File: src/verilog/game_pkg.sv
`default_nettype none

package game_pkg;

    // Playfield size in tiles
    localparam int GRID_W = 32;
    localparam int GRID_H = 16;

    typedef logic [4:0] tile_x_t;    // Column 0..31
    typedef logic [3:0] tile_y_t;    // Row 0..15
    typedef logic [8:0] tile_addr_t; // Row * GRID_W + column
    typedef logic [8:0] score_t;
    typedef logic [7:0] key_code_t;  // PS/2 make code

    // PS/2 set 2 make codes for WASD
    localparam key_code_t KEY_W = 8'h1D;
    localparam key_code_t KEY_A = 8'h1C;
    localparam key_code_t KEY_S = 8'h1B;
    localparam key_code_t KEY_D = 8'h23;

    typedef enum logic [2:0] {
        HEAD_NONE,
        HEAD_UP,
        HEAD_LEFT,
        HEAD_DOWN,
        HEAD_RIGHT
    } heading_t;

    // Codes written into the external tile map
    typedef enum logic [1:0] {
        TILE_EMPTY,
        TILE_WALL,
        TILE_FOOD,
        TILE_PLAYER
    } tile_code_t;

    // Border ring plus a pillar wherever column and row are both 2 mod 4
    function automatic logic is_wall(tile_x_t x, tile_y_t y);
        logic border;
        logic pillar;
        border = (x == tile_x_t'(0)) || (x == tile_x_t'(GRID_W - 1)) ||
                 (y == tile_y_t'(0)) || (y == tile_y_t'(GRID_H - 1));
        pillar = (x[1:0] == 2'd2) && (y[1:0] == 2'd2);
        return border || pillar;
    endfunction

    // GRID_W is a power of two, so the address is row and column side by side
    function automatic tile_addr_t tile_addr_of(tile_x_t x, tile_y_t y);
        return {y, x};
    endfunction

endpackage

`default_nettype wire

File: src/verilog/food_eater.sv
`timescale 1ns/1ns
`default_nettype none

module food_eater #(
    parameter game_pkg::tile_x_t start_x = 5'd1,
    parameter game_pkg::tile_y_t start_y = 4'd1
) (
    input  logic              clock,
    input  logic              resetn,
    input  logic              pos_valid,
    input  game_pkg::tile_x_t pos_x,
    input  game_pkg::tile_y_t pos_y,
    output logic              eat_valid,
    output game_pkg::tile_x_t eat_x,
    output game_pkg::tile_y_t eat_y,
    output game_pkg::score_t  score
);

    localparam int tiles = game_pkg::GRID_W * game_pkg::GRID_H;

    logic [tiles-1:0] food_map; // One bit per tile
    game_pkg::tile_addr_t addr;

    // Food on every open tile except where the player starts
    function automatic logic [tiles-1:0] food_init();
        logic [tiles-1:0] map;
        game_pkg::tile_x_t cx;
        game_pkg::tile_y_t cy;
        for (int a = 0; a < tiles; a++) begin
            cx = game_pkg::tile_x_t'(a % game_pkg::GRID_W);
            cy = game_pkg::tile_y_t'(a / game_pkg::GRID_W);
            map[a] = !game_pkg::is_wall(cx, cy);
        end
        map[game_pkg::tile_addr_of(start_x, start_y)] = 1'b0;
        return map;
    endfunction

    assign addr = game_pkg::tile_addr_of(pos_x, pos_y);

    always_ff @(posedge clock) begin
        if (!resetn) begin
            eat_valid <= 1'b0;
            score     <= '0;
            food_map  <= food_init();
        end else begin
            eat_valid <= pos_valid;
            if (pos_valid && food_map[addr]) begin
                food_map[addr] <= 1'b0;
                score          <= score + 1'b1;
            end
        end
    end

    // Position rides along one cycle behind
    always_ff @(posedge clock) begin
        if (pos_valid) begin
            eat_x <= pos_x;
            eat_y <= pos_y;
        end
    end

endmodule

`default_nettype wire

File: src/verilog/ghost_check.sv
`timescale 1ns/1ns
`default_nettype none

module ghost_check (
    input  logic              clock,
    input  logic              resetn,
    input  logic              eat_valid,
    input  game_pkg::tile_x_t eat_x,
    input  game_pkg::tile_y_t eat_y,
    input  game_pkg::tile_x_t ghost_x,
    input  game_pkg::tile_y_t ghost_y,
    output logic              hit_valid,
    output game_pkg::tile_x_t hit_x,
    output game_pkg::tile_y_t hit_y,
    output logic              game_over
);

    logic on_ghost;

    // Ghost tile only matters when a step reaches this stage
    assign on_ghost = (eat_x == ghost_x) && (eat_y == ghost_y);

    always_ff @(posedge clock) begin
        if (!resetn) begin
            hit_valid <= 1'b0;
            game_over <= 1'b0;
        end else begin
            hit_valid <= eat_valid;
            if (eat_valid && on_ghost) begin
                game_over <= 1'b1; // Sticky until reset
            end
        end
    end

    always_ff @(posedge clock) begin
        if (eat_valid) begin
            hit_x <= eat_x;
            hit_y <= eat_y;
        end
    end

endmodule

`default_nettype wire

File: src/verilog/heading_stage.sv
`timescale 1ns/1ns
`default_nettype none

module heading_stage (
    input  logic                clock,
    input  logic                resetn,
    input  logic                step,
    input  game_pkg::key_code_t key,
    input  logic                game_over,
    output logic                move_valid,
    output game_pkg::heading_t  heading
);

    logic accept;
    game_pkg::heading_t key_heading;

    assign accept = step && !game_over; // Steps are refused once the game is over

    // Unknown keys keep the heading already held
    always_comb begin
        case (key)
            game_pkg::KEY_W: key_heading = game_pkg::HEAD_UP;
            game_pkg::KEY_A: key_heading = game_pkg::HEAD_LEFT;
            game_pkg::KEY_S: key_heading = game_pkg::HEAD_DOWN;
            game_pkg::KEY_D: key_heading = game_pkg::HEAD_RIGHT;
            default:         key_heading = heading;
        endcase
    end

    always_ff @(posedge clock) begin
        if (!resetn) begin
            move_valid <= 1'b0;
            heading    <= game_pkg::HEAD_NONE;
        end else begin
            move_valid <= accept;
            if (accept) begin
                heading <= key_heading;
            end
        end
    end

endmodule

`default_nettype wire

File: src/verilog/maze_game.sv
`timescale 1ns/1ns
`default_nettype none

module maze_game #(
    parameter game_pkg::tile_x_t start_x = 5'd1,
    parameter game_pkg::tile_y_t start_y = 4'd1
) (
    input  logic                 clock,
    input  logic                 resetn,
    input  logic                 step,
    input  game_pkg::key_code_t  key,
    input  game_pkg::tile_x_t    ghost_x,
    input  game_pkg::tile_y_t    ghost_y,
    output logic                 tile_wr,
    output game_pkg::tile_addr_t tile_addr,
    output game_pkg::tile_code_t tile_code,
    output game_pkg::score_t     score,
    output logic                 game_over,
    output game_pkg::tile_x_t    player_x,
    output game_pkg::tile_y_t    player_y
);

    logic               move_valid;
    game_pkg::heading_t heading;
    logic               pos_valid;
    logic               eat_valid;
    game_pkg::tile_x_t  eat_x;
    game_pkg::tile_y_t  eat_y;
    logic               hit_valid;
    game_pkg::tile_x_t  hit_x;
    game_pkg::tile_y_t  hit_y;

    heading_stage heading_stage0 (
        .clock      (clock),
        .resetn     (resetn),
        .step       (step),
        .key        (key),
        .game_over  (game_over), // Feedback from the collision stage
        .move_valid (move_valid),
        .heading    (heading)
    );

    // Mover position is the player position shown outside
    player_mover #(
        .start_x (start_x),
        .start_y (start_y)
    ) player_mover0 (
        .clock      (clock),
        .resetn     (resetn),
        .move_valid (move_valid),
        .heading    (heading),
        .pos_valid  (pos_valid),
        .pos_x      (player_x),
        .pos_y      (player_y)
    );

    food_eater #(
        .start_x (start_x),
        .start_y (start_y)
    ) food_eater0 (
        .clock     (clock),
        .resetn    (resetn),
        .pos_valid (pos_valid),
        .pos_x     (player_x),
        .pos_y     (player_y),
        .eat_valid (eat_valid),
        .eat_x     (eat_x),
        .eat_y     (eat_y),
        .score     (score)
    );

    ghost_check ghost_check0 (
        .clock     (clock),
        .resetn    (resetn),
        .eat_valid (eat_valid),
        .eat_x     (eat_x),
        .eat_y     (eat_y),
        .ghost_x   (ghost_x),
        .ghost_y   (ghost_y),
        .hit_valid (hit_valid),
        .hit_x     (hit_x),
        .hit_y     (hit_y),
        .game_over (game_over)
    );

    tile_painter #(
        .start_x (start_x),
        .start_y (start_y)
    ) tile_painter0 (
        .clock     (clock),
        .resetn    (resetn),
        .hit_valid (hit_valid),
        .hit_x     (hit_x),
        .hit_y     (hit_y),
        .tile_wr   (tile_wr),
        .tile_addr (tile_addr),
        .tile_code (tile_code)
    );

endmodule

`default_nettype wire

File: src/verilog/player_mover.sv
`timescale 1ns/1ns
`default_nettype none

module player_mover #(
    parameter game_pkg::tile_x_t start_x = 5'd1,
    parameter game_pkg::tile_y_t start_y = 4'd1
) (
    input  logic               clock,
    input  logic               resetn,
    input  logic               move_valid,
    input  game_pkg::heading_t heading,
    output logic               pos_valid,
    output game_pkg::tile_x_t  pos_x,
    output game_pkg::tile_y_t  pos_y
);

    game_pkg::tile_x_t next_x;
    game_pkg::tile_y_t next_y;
    logic blocked;

    // Neighbor tile in the heading's direction
    always_comb begin
        next_x = pos_x;
        next_y = pos_y;
        case (heading)
            game_pkg::HEAD_UP:    next_y = pos_y - 1'b1;
            game_pkg::HEAD_DOWN:  next_y = pos_y + 1'b1;
            game_pkg::HEAD_LEFT:  next_x = pos_x - 1'b1;
            game_pkg::HEAD_RIGHT: next_x = pos_x + 1'b1;
            default: begin
                next_x = pos_x;
                next_y = pos_y;
            end
        endcase
    end

    // The border is a wall, so the neighbor never wraps around the grid
    assign blocked = (heading == game_pkg::HEAD_NONE) || game_pkg::is_wall(next_x, next_y);

    always_ff @(posedge clock) begin
        if (!resetn) begin
            pos_valid <= 1'b0;
            pos_x     <= start_x;
            pos_y     <= start_y;
        end else begin
            pos_valid <= move_valid; // Blocked moves are still reported
            if (move_valid && !blocked) begin
                pos_x <= next_x;
                pos_y <= next_y;
            end
        end
    end

endmodule

`default_nettype wire

File: src/verilog/tile_painter.sv
`timescale 1ns/1ns
`default_nettype none

module tile_painter #(
    parameter game_pkg::tile_x_t start_x = 5'd1,
    parameter game_pkg::tile_y_t start_y = 4'd1
) (
    input  logic                 clock,
    input  logic                 resetn,
    input  logic                 hit_valid,
    input  game_pkg::tile_x_t    hit_x,
    input  game_pkg::tile_y_t    hit_y,
    output logic                 tile_wr,
    output game_pkg::tile_addr_t tile_addr,
    output game_pkg::tile_code_t tile_code
);

    typedef enum logic {
        PAINT_ERASE, // Idle, erase goes out when a position arrives
        PAINT_DRAW
    } paint_state_t;

    paint_state_t state;
    game_pkg::tile_x_t last_x; // Tile the player was last drawn on
    game_pkg::tile_y_t last_y;
    game_pkg::tile_x_t new_x;
    game_pkg::tile_y_t new_y;

    always_ff @(posedge clock) begin
        if (!resetn) begin
            state   <= PAINT_ERASE;
            tile_wr <= 1'b0;
            last_x  <= start_x;
            last_y  <= start_y;
        end else begin
            tile_wr <= 1'b0;
            case (state)
                PAINT_ERASE: begin
                    if (hit_valid) begin
                        tile_wr <= 1'b1;
                        state   <= PAINT_DRAW;
                    end
                end
                PAINT_DRAW: begin
                    tile_wr <= 1'b1;
                    last_x  <= new_x;
                    last_y  <= new_y;
                    state   <= PAINT_ERASE;
                end
                default: state <= PAINT_ERASE;
            endcase
        end
    end

    // Write address and code only matter while tile_wr is high
    always_ff @(posedge clock) begin
        if (state == PAINT_ERASE && hit_valid) begin
            new_x     <= hit_x;
            new_y     <= hit_y;
            tile_addr <= game_pkg::tile_addr_of(last_x, last_y);
            tile_code <= game_pkg::TILE_EMPTY;
        end else if (state == PAINT_DRAW) begin
            tile_addr <= game_pkg::tile_addr_of(new_x, new_y);
            tile_code <= game_pkg::TILE_PLAYER;
        end
    end

endmodule

`default_nettype wire
File: config.mk
export PLATFORM = sky130hd
export DESIGN_NAME = maze_game
export DESIGN_NICKNAME = d
export VERILOG_FILES = /design/src/verilog/game_pkg.sv /design/src/verilog/food_eater.sv /design/src/verilog/ghost_check.sv /design/src/verilog/heading_stage.sv /design/src/verilog/maze_game.sv /design/src/verilog/player_mover.sv /design/src/verilog/tile_painter.sv
export SDC_FILE = /design/constraint.sdc
export NUM_CORES = 1
export LEC_CHECK = 0
export ABC_AREA = 1
export CAP_MARGIN = 10
export CORE_MARGIN = 2
export CORE_UTILIZATION = 64
export CTS_CLUSTER_DIAMETER = 100
export DETAILED_ROUTE_END_ITERATION = 10
export DONT_BUFFER_PORTS = 1
export PLACE_DENSITY = 0.8
export SYNTH_ARGS = -nofsm -noshare
export SYNTH_HDL_FRONTEND = slang
export SYNTH_SLANG_ARGS = --single-unit
File: constraint.sdc
create_clock -name clock -period 3.2 [get_ports clock]
set_input_delay 0.8 -clock clock [delete_from_list [all_inputs] [get_ports clock]]
set_output_delay 0.8 -clock clock [all_outputs]
set_load 0.01 [all_outputs]
### Yosys cells after proc, flatten, opt, wreduce, memory -nomap -nowiden

Cells that the tools add are included.

* add/subtract/negate cells: 5
* $mul: 0
* div/mod/pow operators: 0
* order comparisons: 2
* equality and inequality tests: 14
* shift-type cells: 0
* muxes and demuxes: 12
* bitwise logic cells: 3
* reductions and logical operators: 21

Operators with widths (number)
* $and A512 B512 Y512: 1
* $not A512 Y512: 1
* $eq A8 B5 Y1 const B: 3
* $mux W9: 2
* $pmux W3 S4: 1
* $lt A9 B10 Y1 const B: 1
* $pmux W5 S2: 1
* $add A9 B1 Y9 const B: 1
* $bmux W1 S9: 1
* $demux W1 S9: 1
* $ge A9 B1 Y1 const B: 1
* $eq A8 B6 Y1 const B: 1
* $logic_and A1 B1 Y1: 8
* $pmux W4 S2: 1
* $eq A3 B2 Y1 const B: 2
* $add A5 B1 Y5 const B: 1
* $eq A5 B5 Y1: 1
* $eq A5 B5 Y1 const B: 1
* $logic_not A5 Y1: 1
* $logic_or A1 B1 Y1: 5
* $sub A5 B1 Y5 const B: 1
* $add A4 B1 Y4 const B: 1
* $eq A2 B2 Y1 const B: 2
* $eq A4 B4 Y1: 1
* 13 further kinds: 17

* register bits after elaboration: 586
* bits in latches: 0
* RAM bits: 0
* memory bits (read-only): 0
* input port bits: 20
* output and inout bits: 31
* memories: 0

### Logic depth before layout (Yosys ltp)

* depth in word-level cells: 10
* mapped depth: 23

### By module

A second synthesis with hierarchy kept.

* cell total of the unflattened synthesis: 4303
* area total of the unflattened synthesis: 27790.4 µm²

Modules (own cells, without submodules)
* food_eater: times used 1, cells an instance 3923, area each 24836.3 µm², seq. area each 10720.3 µm²
* tile_painter: times used 1, cells an instance 115, area each 1183.6 µm², seq. area each 780.7 µm²
* player_mover: times used 1, cells an instance 156, area each 948.4 µm², seq. area each 200.2 µm²
* ghost_check: times used 1, cells an instance 59, area each 508.0 µm², seq. area each 310.3 µm²
* heading_stage: times used 1, cells an instance 50, area each 314.1 µm², seq. area each 80.1 µm²

### Worst setup path after synthesis

OpenSTA, ideal clock, no wires.

* kind: reg2reg
* from: register player_mover0.pos_x[0]
* to: register player_mover0.pos_y[0]
* arrival: 2837 ps
* data required time: 3077 ps
* slack: 240 ps
* stages on the path, launching flop included: 18
* clock period less this slack: 2960 ps
* path through: dfxtp_1 buf_4 inv_2 buf_2 buf_2 fa_1 o21ai_0 nand2_1 nand2_1 nand2_1 nand2_1 xor2_1 nor2_1 o21ai_1 nand3_1 buf_2 a21oi_1 o21ai_1

* longest elaborated chain between the ends: 10
* elaborated cells between the ends (all ways): 14
* those cells by class: add/sub: 2; eq/ne: 2; mux: 1; reduce/logical: 9

RTL lines
* start: declaration: line player_mover.sv:13 `output game_pkg::tile_x_t pos_x,`
* start signal: assignment: line player_mover.sv:43 `pos_x <= start_x;`
* start signal: assignment: line player_mover.sv:48 `pos_x <= next_x;`
* $add A5 B1 Y5 or $sub A5 B1 Y5 (tied branches): line player_mover.sv:29, player_mover.sv:28
* $pmux W5 S2 (*): line player_mover.sv:25 `case (heading)`
* $eq A5 B5 Y1 or $logic_not A5 Y1 (tied branches): line game_pkg.sv:41 `border = (x == tile_x_t'(0)) || (x == tile_x_t'(GRID_W - 1)) ||`
* $logic_or A1 B1 Y1 (2 in a row): line game_pkg.sv:41
* $logic_or A1 B1 Y1: line game_pkg.sv:42 `(y == tile_y_t'(0)) || (y == tile_y_t'(GRID_H - 1));`
* $logic_or A1 B1 Y1 (*): line game_pkg.sv:44 `return border || pillar;`
* $logic_or A1 B1 Y1 (*): line player_mover.sv:38 `assign blocked = (heading == game_pkg::HEAD_NONE) || game_pkg::is_wall(next_x, next_y);`
* $logic_not A1 Y1 (*): line player_mover.sv:47 `if (move_valid && !blocked) begin`
* $logic_and A1 B1 Y1 (*): line player_mover.sv:47
* end signal: assignment: line player_mover.sv:44 `pos_y <= start_y;`
* end signal: assignment: line player_mover.sv:49 `pos_y <= next_y;`
* end: declaration: line player_mover.sv:14 `output game_pkg::tile_y_t pos_y`

Every way passes the cells marked *; elsewhere a longest branch is shown, timed or not.
A chain may end at the register's enable or synchronous reset.

### Final worst setup path

* from: register player_mover0.pos_x[0]
* to: register food_eater0.food_map[248]

* longest elaborated chain between the ends: 6
* elaborated cells between the ends (all ways): 10
* those cells by class: order compare: 2; mux: 4; bitwise: 2; reduce/logical: 2

RTL lines
* $lt A9 B10 Y1 (not written as such) or $ge A9 B1 Y1 (tied branches): line food_eater.sv:48 `food_map[addr] <= 1'b0;`
* $logic_and A1 B1 Y1 (not written as such): line food_eater.sv:48
* $mux W1 (not written as such): line food_eater.sv:48
* $demux W1 S9
* $not A512 Y512 (no line)
* $and A512 B512 Y512 (no line)
* end signal: assignment: line food_eater.sv:44 `food_map <= food_init();`
* end: declaration: line food_eater.sv:21 `logic [tiles-1:0] food_map;`

Several ways; a longest one is shown, not always the timed one. The select of a mux whose other input is x is not followed.

==> summary.md <==
| Metric | Value |
|---|---|
| Clock sink count | 586 |
| Layout cells sized above 1 | 0.0609 |
| PD cells | 474 mW/mm^2 |
| GR peak layer | met2 |
| Arr. time, crit path | 3.44 ns |
| Cells after Synth | 4,199 |
| Initial antenna violation count | 0 |
| Syn-to-layout area delta | 10.6% |
| Max Cap Viol | 0 |
| M3 GR Usage | 0.0636 |
| DP Wirelength | 43,500 um |
| Hold Buf Count CTS | 0 |
| PortBufs | 0 |
| Seq cells post-synth | 586 |
| Die area | 0.0444 mm^2 |
| Synth top area share | 0.403 |
| Vias per cell | 5.59 |
| Max VDD drop | 0.401 mV |
| Critical Path RT | 3.64 ns |
| Tcrit/Tclk final | 0.938 |
| Outcome | finished, violations left |
| Sequential fraction of the synthesis area | 0.443 |
| RePlAce Congestion | 0.842 |
| Global-route track usage on met1 | 0.461 |
| Worst Skew | 0.0173 ns |
| Distinct cell type count after synthesis | 33 |
| CTS tree | done |
| CTS max path bufs | 3 |
| WL final | 77,900 um |
| Tmin final | 3.00 ns |
| Mean Syn Cell Area | 6.51 um^2 |
| Hold Crit Class | in2reg |
| WL/cell | 16.7 um |
| Setup crit end kind | flop |
| # IOs | 51 |
| Leak pwr | 12.9 nW |
| Root Buffer Master | clkbuf_16 |
| First-pass GRT wire length | 125,000 um |
| Worst R2R Path Depth | 20 |
| Failing checks | max-slew violations |
| Antenna-violating nets left | 0 |
| Reg2reg setup slack | 0.20 ns |
| Synth Area in Compound Gates | 0.114 |
| Drt pass-1 iters | 6 |
| Core Footprint | 0.0420 mm^2 |
| Largest family of logic cells by synthesized area | simple AND/OR/NAND/NOR gates |
| Synth Area in Adders | 0.00421 |
| Synth Area in Simple Gates | 0.360 |
| RR Startpoint | player_mover0.pos_x[0] |
| Pin count of the biggest net entering global routing | 534 |
| Slew Limit Fails | 331 |
| Antenna cells | 0 |
| Area leader, netlist | dfxtp_1 |
| Overflow after GRT | 0 |
| Remaining routing DRC violations | 0 |
| FFs w/ async S/R, synth | 0 |
| Xor and xnor fraction of the mapped netlist area | 0.00673 |
| Num CTS Buffers | 59 |
| Main flop type after synthesis | dfxtp_1 |
| # rows | 75 |
| Ys Warns | 0 |
| Placed standard-cell area | 0.0283 mm^2 |
| Hold slack | 0.251 ns |
| Number of synthesized flops with an enable pin | 36 |
| Clk Latency, worst-skew pair | 0.63 ns |
| Vias in the first global route | 23,926 |
| DR vias | 26,141 |
| Die Ht | 211 um |
| Syn Nets | 4,227 |
| CP max stage delay | 0.42 ns |
| H-tree Lvls | 2 |
| Fmax | 333 MHz |
| Rel. slew slack | -0.299 |
| GR Util met2 | 0.563 |
| Finish-stage setup viols | 0 |
| Top post-synthesis cells by area | dfxtp_1 40%, nand2_1 30%, o21ai_0 4.8%, edfxtp_1 4.0%, o21bai_1 3.4% |
| CP max FO | 81 |
| Worst Setup Start Kind | flop |
| Mux contribution to synthesized area | 0 |
| RSZ-0062 raised after global routing | false |
| CP cell instances | buf_12 -> buf_12 -> nand2_1 -> nand2_1 -> nand2_1 -> nand2_1 -> nand2_1 -> nand2_1 -> nor2_1 -> nor2_2 -> nor2_1 -> nand2_1 -> nand2_1 -> nand2_1 -> nor2_1 -> nand2_1 -> nand2_8 -> buf_12 -> o21ai_0 -> nand2_1 |
| DIE WIDTH | 211 um |
| Setup Slack @ Placement | 0.271 ns |
| Final Cell Area | 0.0302 mm^2 |
| Crit path max-delay cell type | dfxtp_4 |
| FF-to-FF End | food_eater0.food_map[248] |
| GRT Total Usage | 0.349 |
| Mapped Area | 0.0273 mm^2 |
| Nets@finish | 4,113 |
| Hold Violations, Final | 0 |
| Clk pin slew, worst setup/hold paths | 0.07 ns |
| Top cell by count, worst path | nand2_1 |
| Type of the worst setup path | reg2reg |
| DR iter-0 viols | 2,892 |
| Sum Neg Setup Slack | 0 ns |
| CP Launch Point | player_mover0.pos_x[0] |
| Starting Density | 0.650 |
| Tightest Pin Transition | 1.95 ns |
| Setup ws final | 0.200 ns |
| Crit path to | food_eater0.food_map[248] |
-- flip-flops by register name, summed over array words and instances, names as in the netlist, 5 cells and up --
name and cells:
ghost_check0.hit_x 5, food_eater0.food_map 512, tile_painter0.tile_addr 9, tile_painter0.new_x 5, food_eater0.eat_x 5, player_mover0.pos_x 5
food_eater0.score 9, tile_painter0.last_x 5
-- logic make-up (layout without fill, tap and decap cells) --
family / after synthesis / count (layout)
AO/OA/AOI/OAI: 557 / 557
XOR/XNOR: 21 / 21
adder cells (fa/ha/maj): 8 / 8
buffers and inverters: 483 / 419
flip-flops: 586 / 586
AND/OR/NAND/NOR: 2544 / 2544
-- where the power goes --
| part | internal (W) | leakage [nW] | switching (W) |
|---|---|---|---|
| combinational | 0.0000566 | 7.16 | 0.000127 |
| clock | 0.00380 | 0.934 | 0.00293 |
| sequential | 0.00737 | 4.77 | 0.0000143 |
| total | 0.0112 | 12.9 | 0.00307 |
-- area by class of cell --
cell class,count,area [um^2]
tap,539,674
sequential,586,12100
fill,3501,11800
clock buffer,90,1730
inverter,175,667
timing repair buffer,133,1460
multi-input combinational,3130,13400
clock inverter,21,145
-- how the worst min path moves through the flow --
stage | cells after the start | end | startpoint
6_report | 1 | food_eater0.food_map[290] | resetn
5_1_grt | 1 | food_eater0.food_map[295] | resetn
4_1_cts | 1 | food_eater0.food_map[295] | resetn
3_5_place_dp | 0 | tile_painter0.new_x[2] | ghost_check0.hit_x[2]
3_3_place_gp | 0 | tile_painter0.new_x[3] | ghost_check0.hit_x[3]
2_1_floorplan | 0 | tile_painter0.new_x[0] | ghost_check0.hit_x[0]
-- cell usage after synthesis (14+ instances only) --
cell type and n:
nand2_1 2174, dfxtp_1 550, o21ai_0 260, clkbuf_1 197
nor2_1 173, inv_1 171, nand3_1 151, o21ai_1 144
o21bai_1 125, buf_2 91, edfxtp_1 36, nand4_1 33
a21oi_1 22, xor2_1 14
-- layer usage --
| metal | routed length (um) | up-vias | part of all wire |
|---|---|---|---|
| met4 | 3270 | 0 | 0.042 |
| met3 | 7190 | 232 | 0.092 |
| met5 | 0 | - | 0 |
| met1 | 32400 | 11909 | 0.42 |
| met2 | 35000 | 1145 | 0.45 |
| li1 | - | 12855 | - |
-- metrics by stage --
| stage | power, W | instances | utilization |
|---|---|---|---|
| 2_1_floorplan | 0.00776 | 4199 | - |
| 3_3_place_gp | 0.00773 | 4563 | 0.673 |
| 3_5_place_dp | 0.00773 | 4563 | 0.673 |
| 4_1_cts | 0.0144 | 4674 | 0.718 |
| 5_1_grt | 0.0146 | 4674 | 0.718 |
| 6_report | 0.0143 | 4674 | 0.718 |
-- layout by cell type, fill, tap and decap left out, types with 4 or more instances in the layout --
cell type | synthesis | layout
nand2_1 | 2174 | 2174
dfxtp_1 | 550 | 548
o21ai_0 | 260 | 260
inv_1 | 171 | 171
nor2_1 | 173 | 153
nand3_1 | 151 | 151
o21ai_1 | 144 | 144
o21bai_1 | 125 | 125
buf_4 | 10 | 95
clkbuf_16 | 0 | 59
edfxtp_1 | 36 | 36
buf_12 | 0 | 36
nand4_1 | 33 | 33
a21oi_1 | 22 | 22
nor2_4 | 0 | 20
clkbuf_1 | 197 | 17
xor2_1 | 14 | 14
clkbuf_8 | 0 | 14
clkinv_2 | 0 | 13
xnor2_1 | 7 | 7
nor3_1 | 6 | 6
ha_1 | 6 | 6
inv_6 | 0 | 5
clkinv_1 | 2 | 4
-- timing repair --
item / in CTS / in global routing
setup buffers: 0 / 0
setup endpoints to repair: 0 / 11
gates resized for setup: 0 / 3
-- worst max-delay path, delay by kind of cell, from the launching register on --
kind	cells	cell delay, ns
compound gates	1	0.23
buf+inv	3	0.68
flops	1	0.42
simple gates	16	1.39
Power figures use the tool's default switching activity.
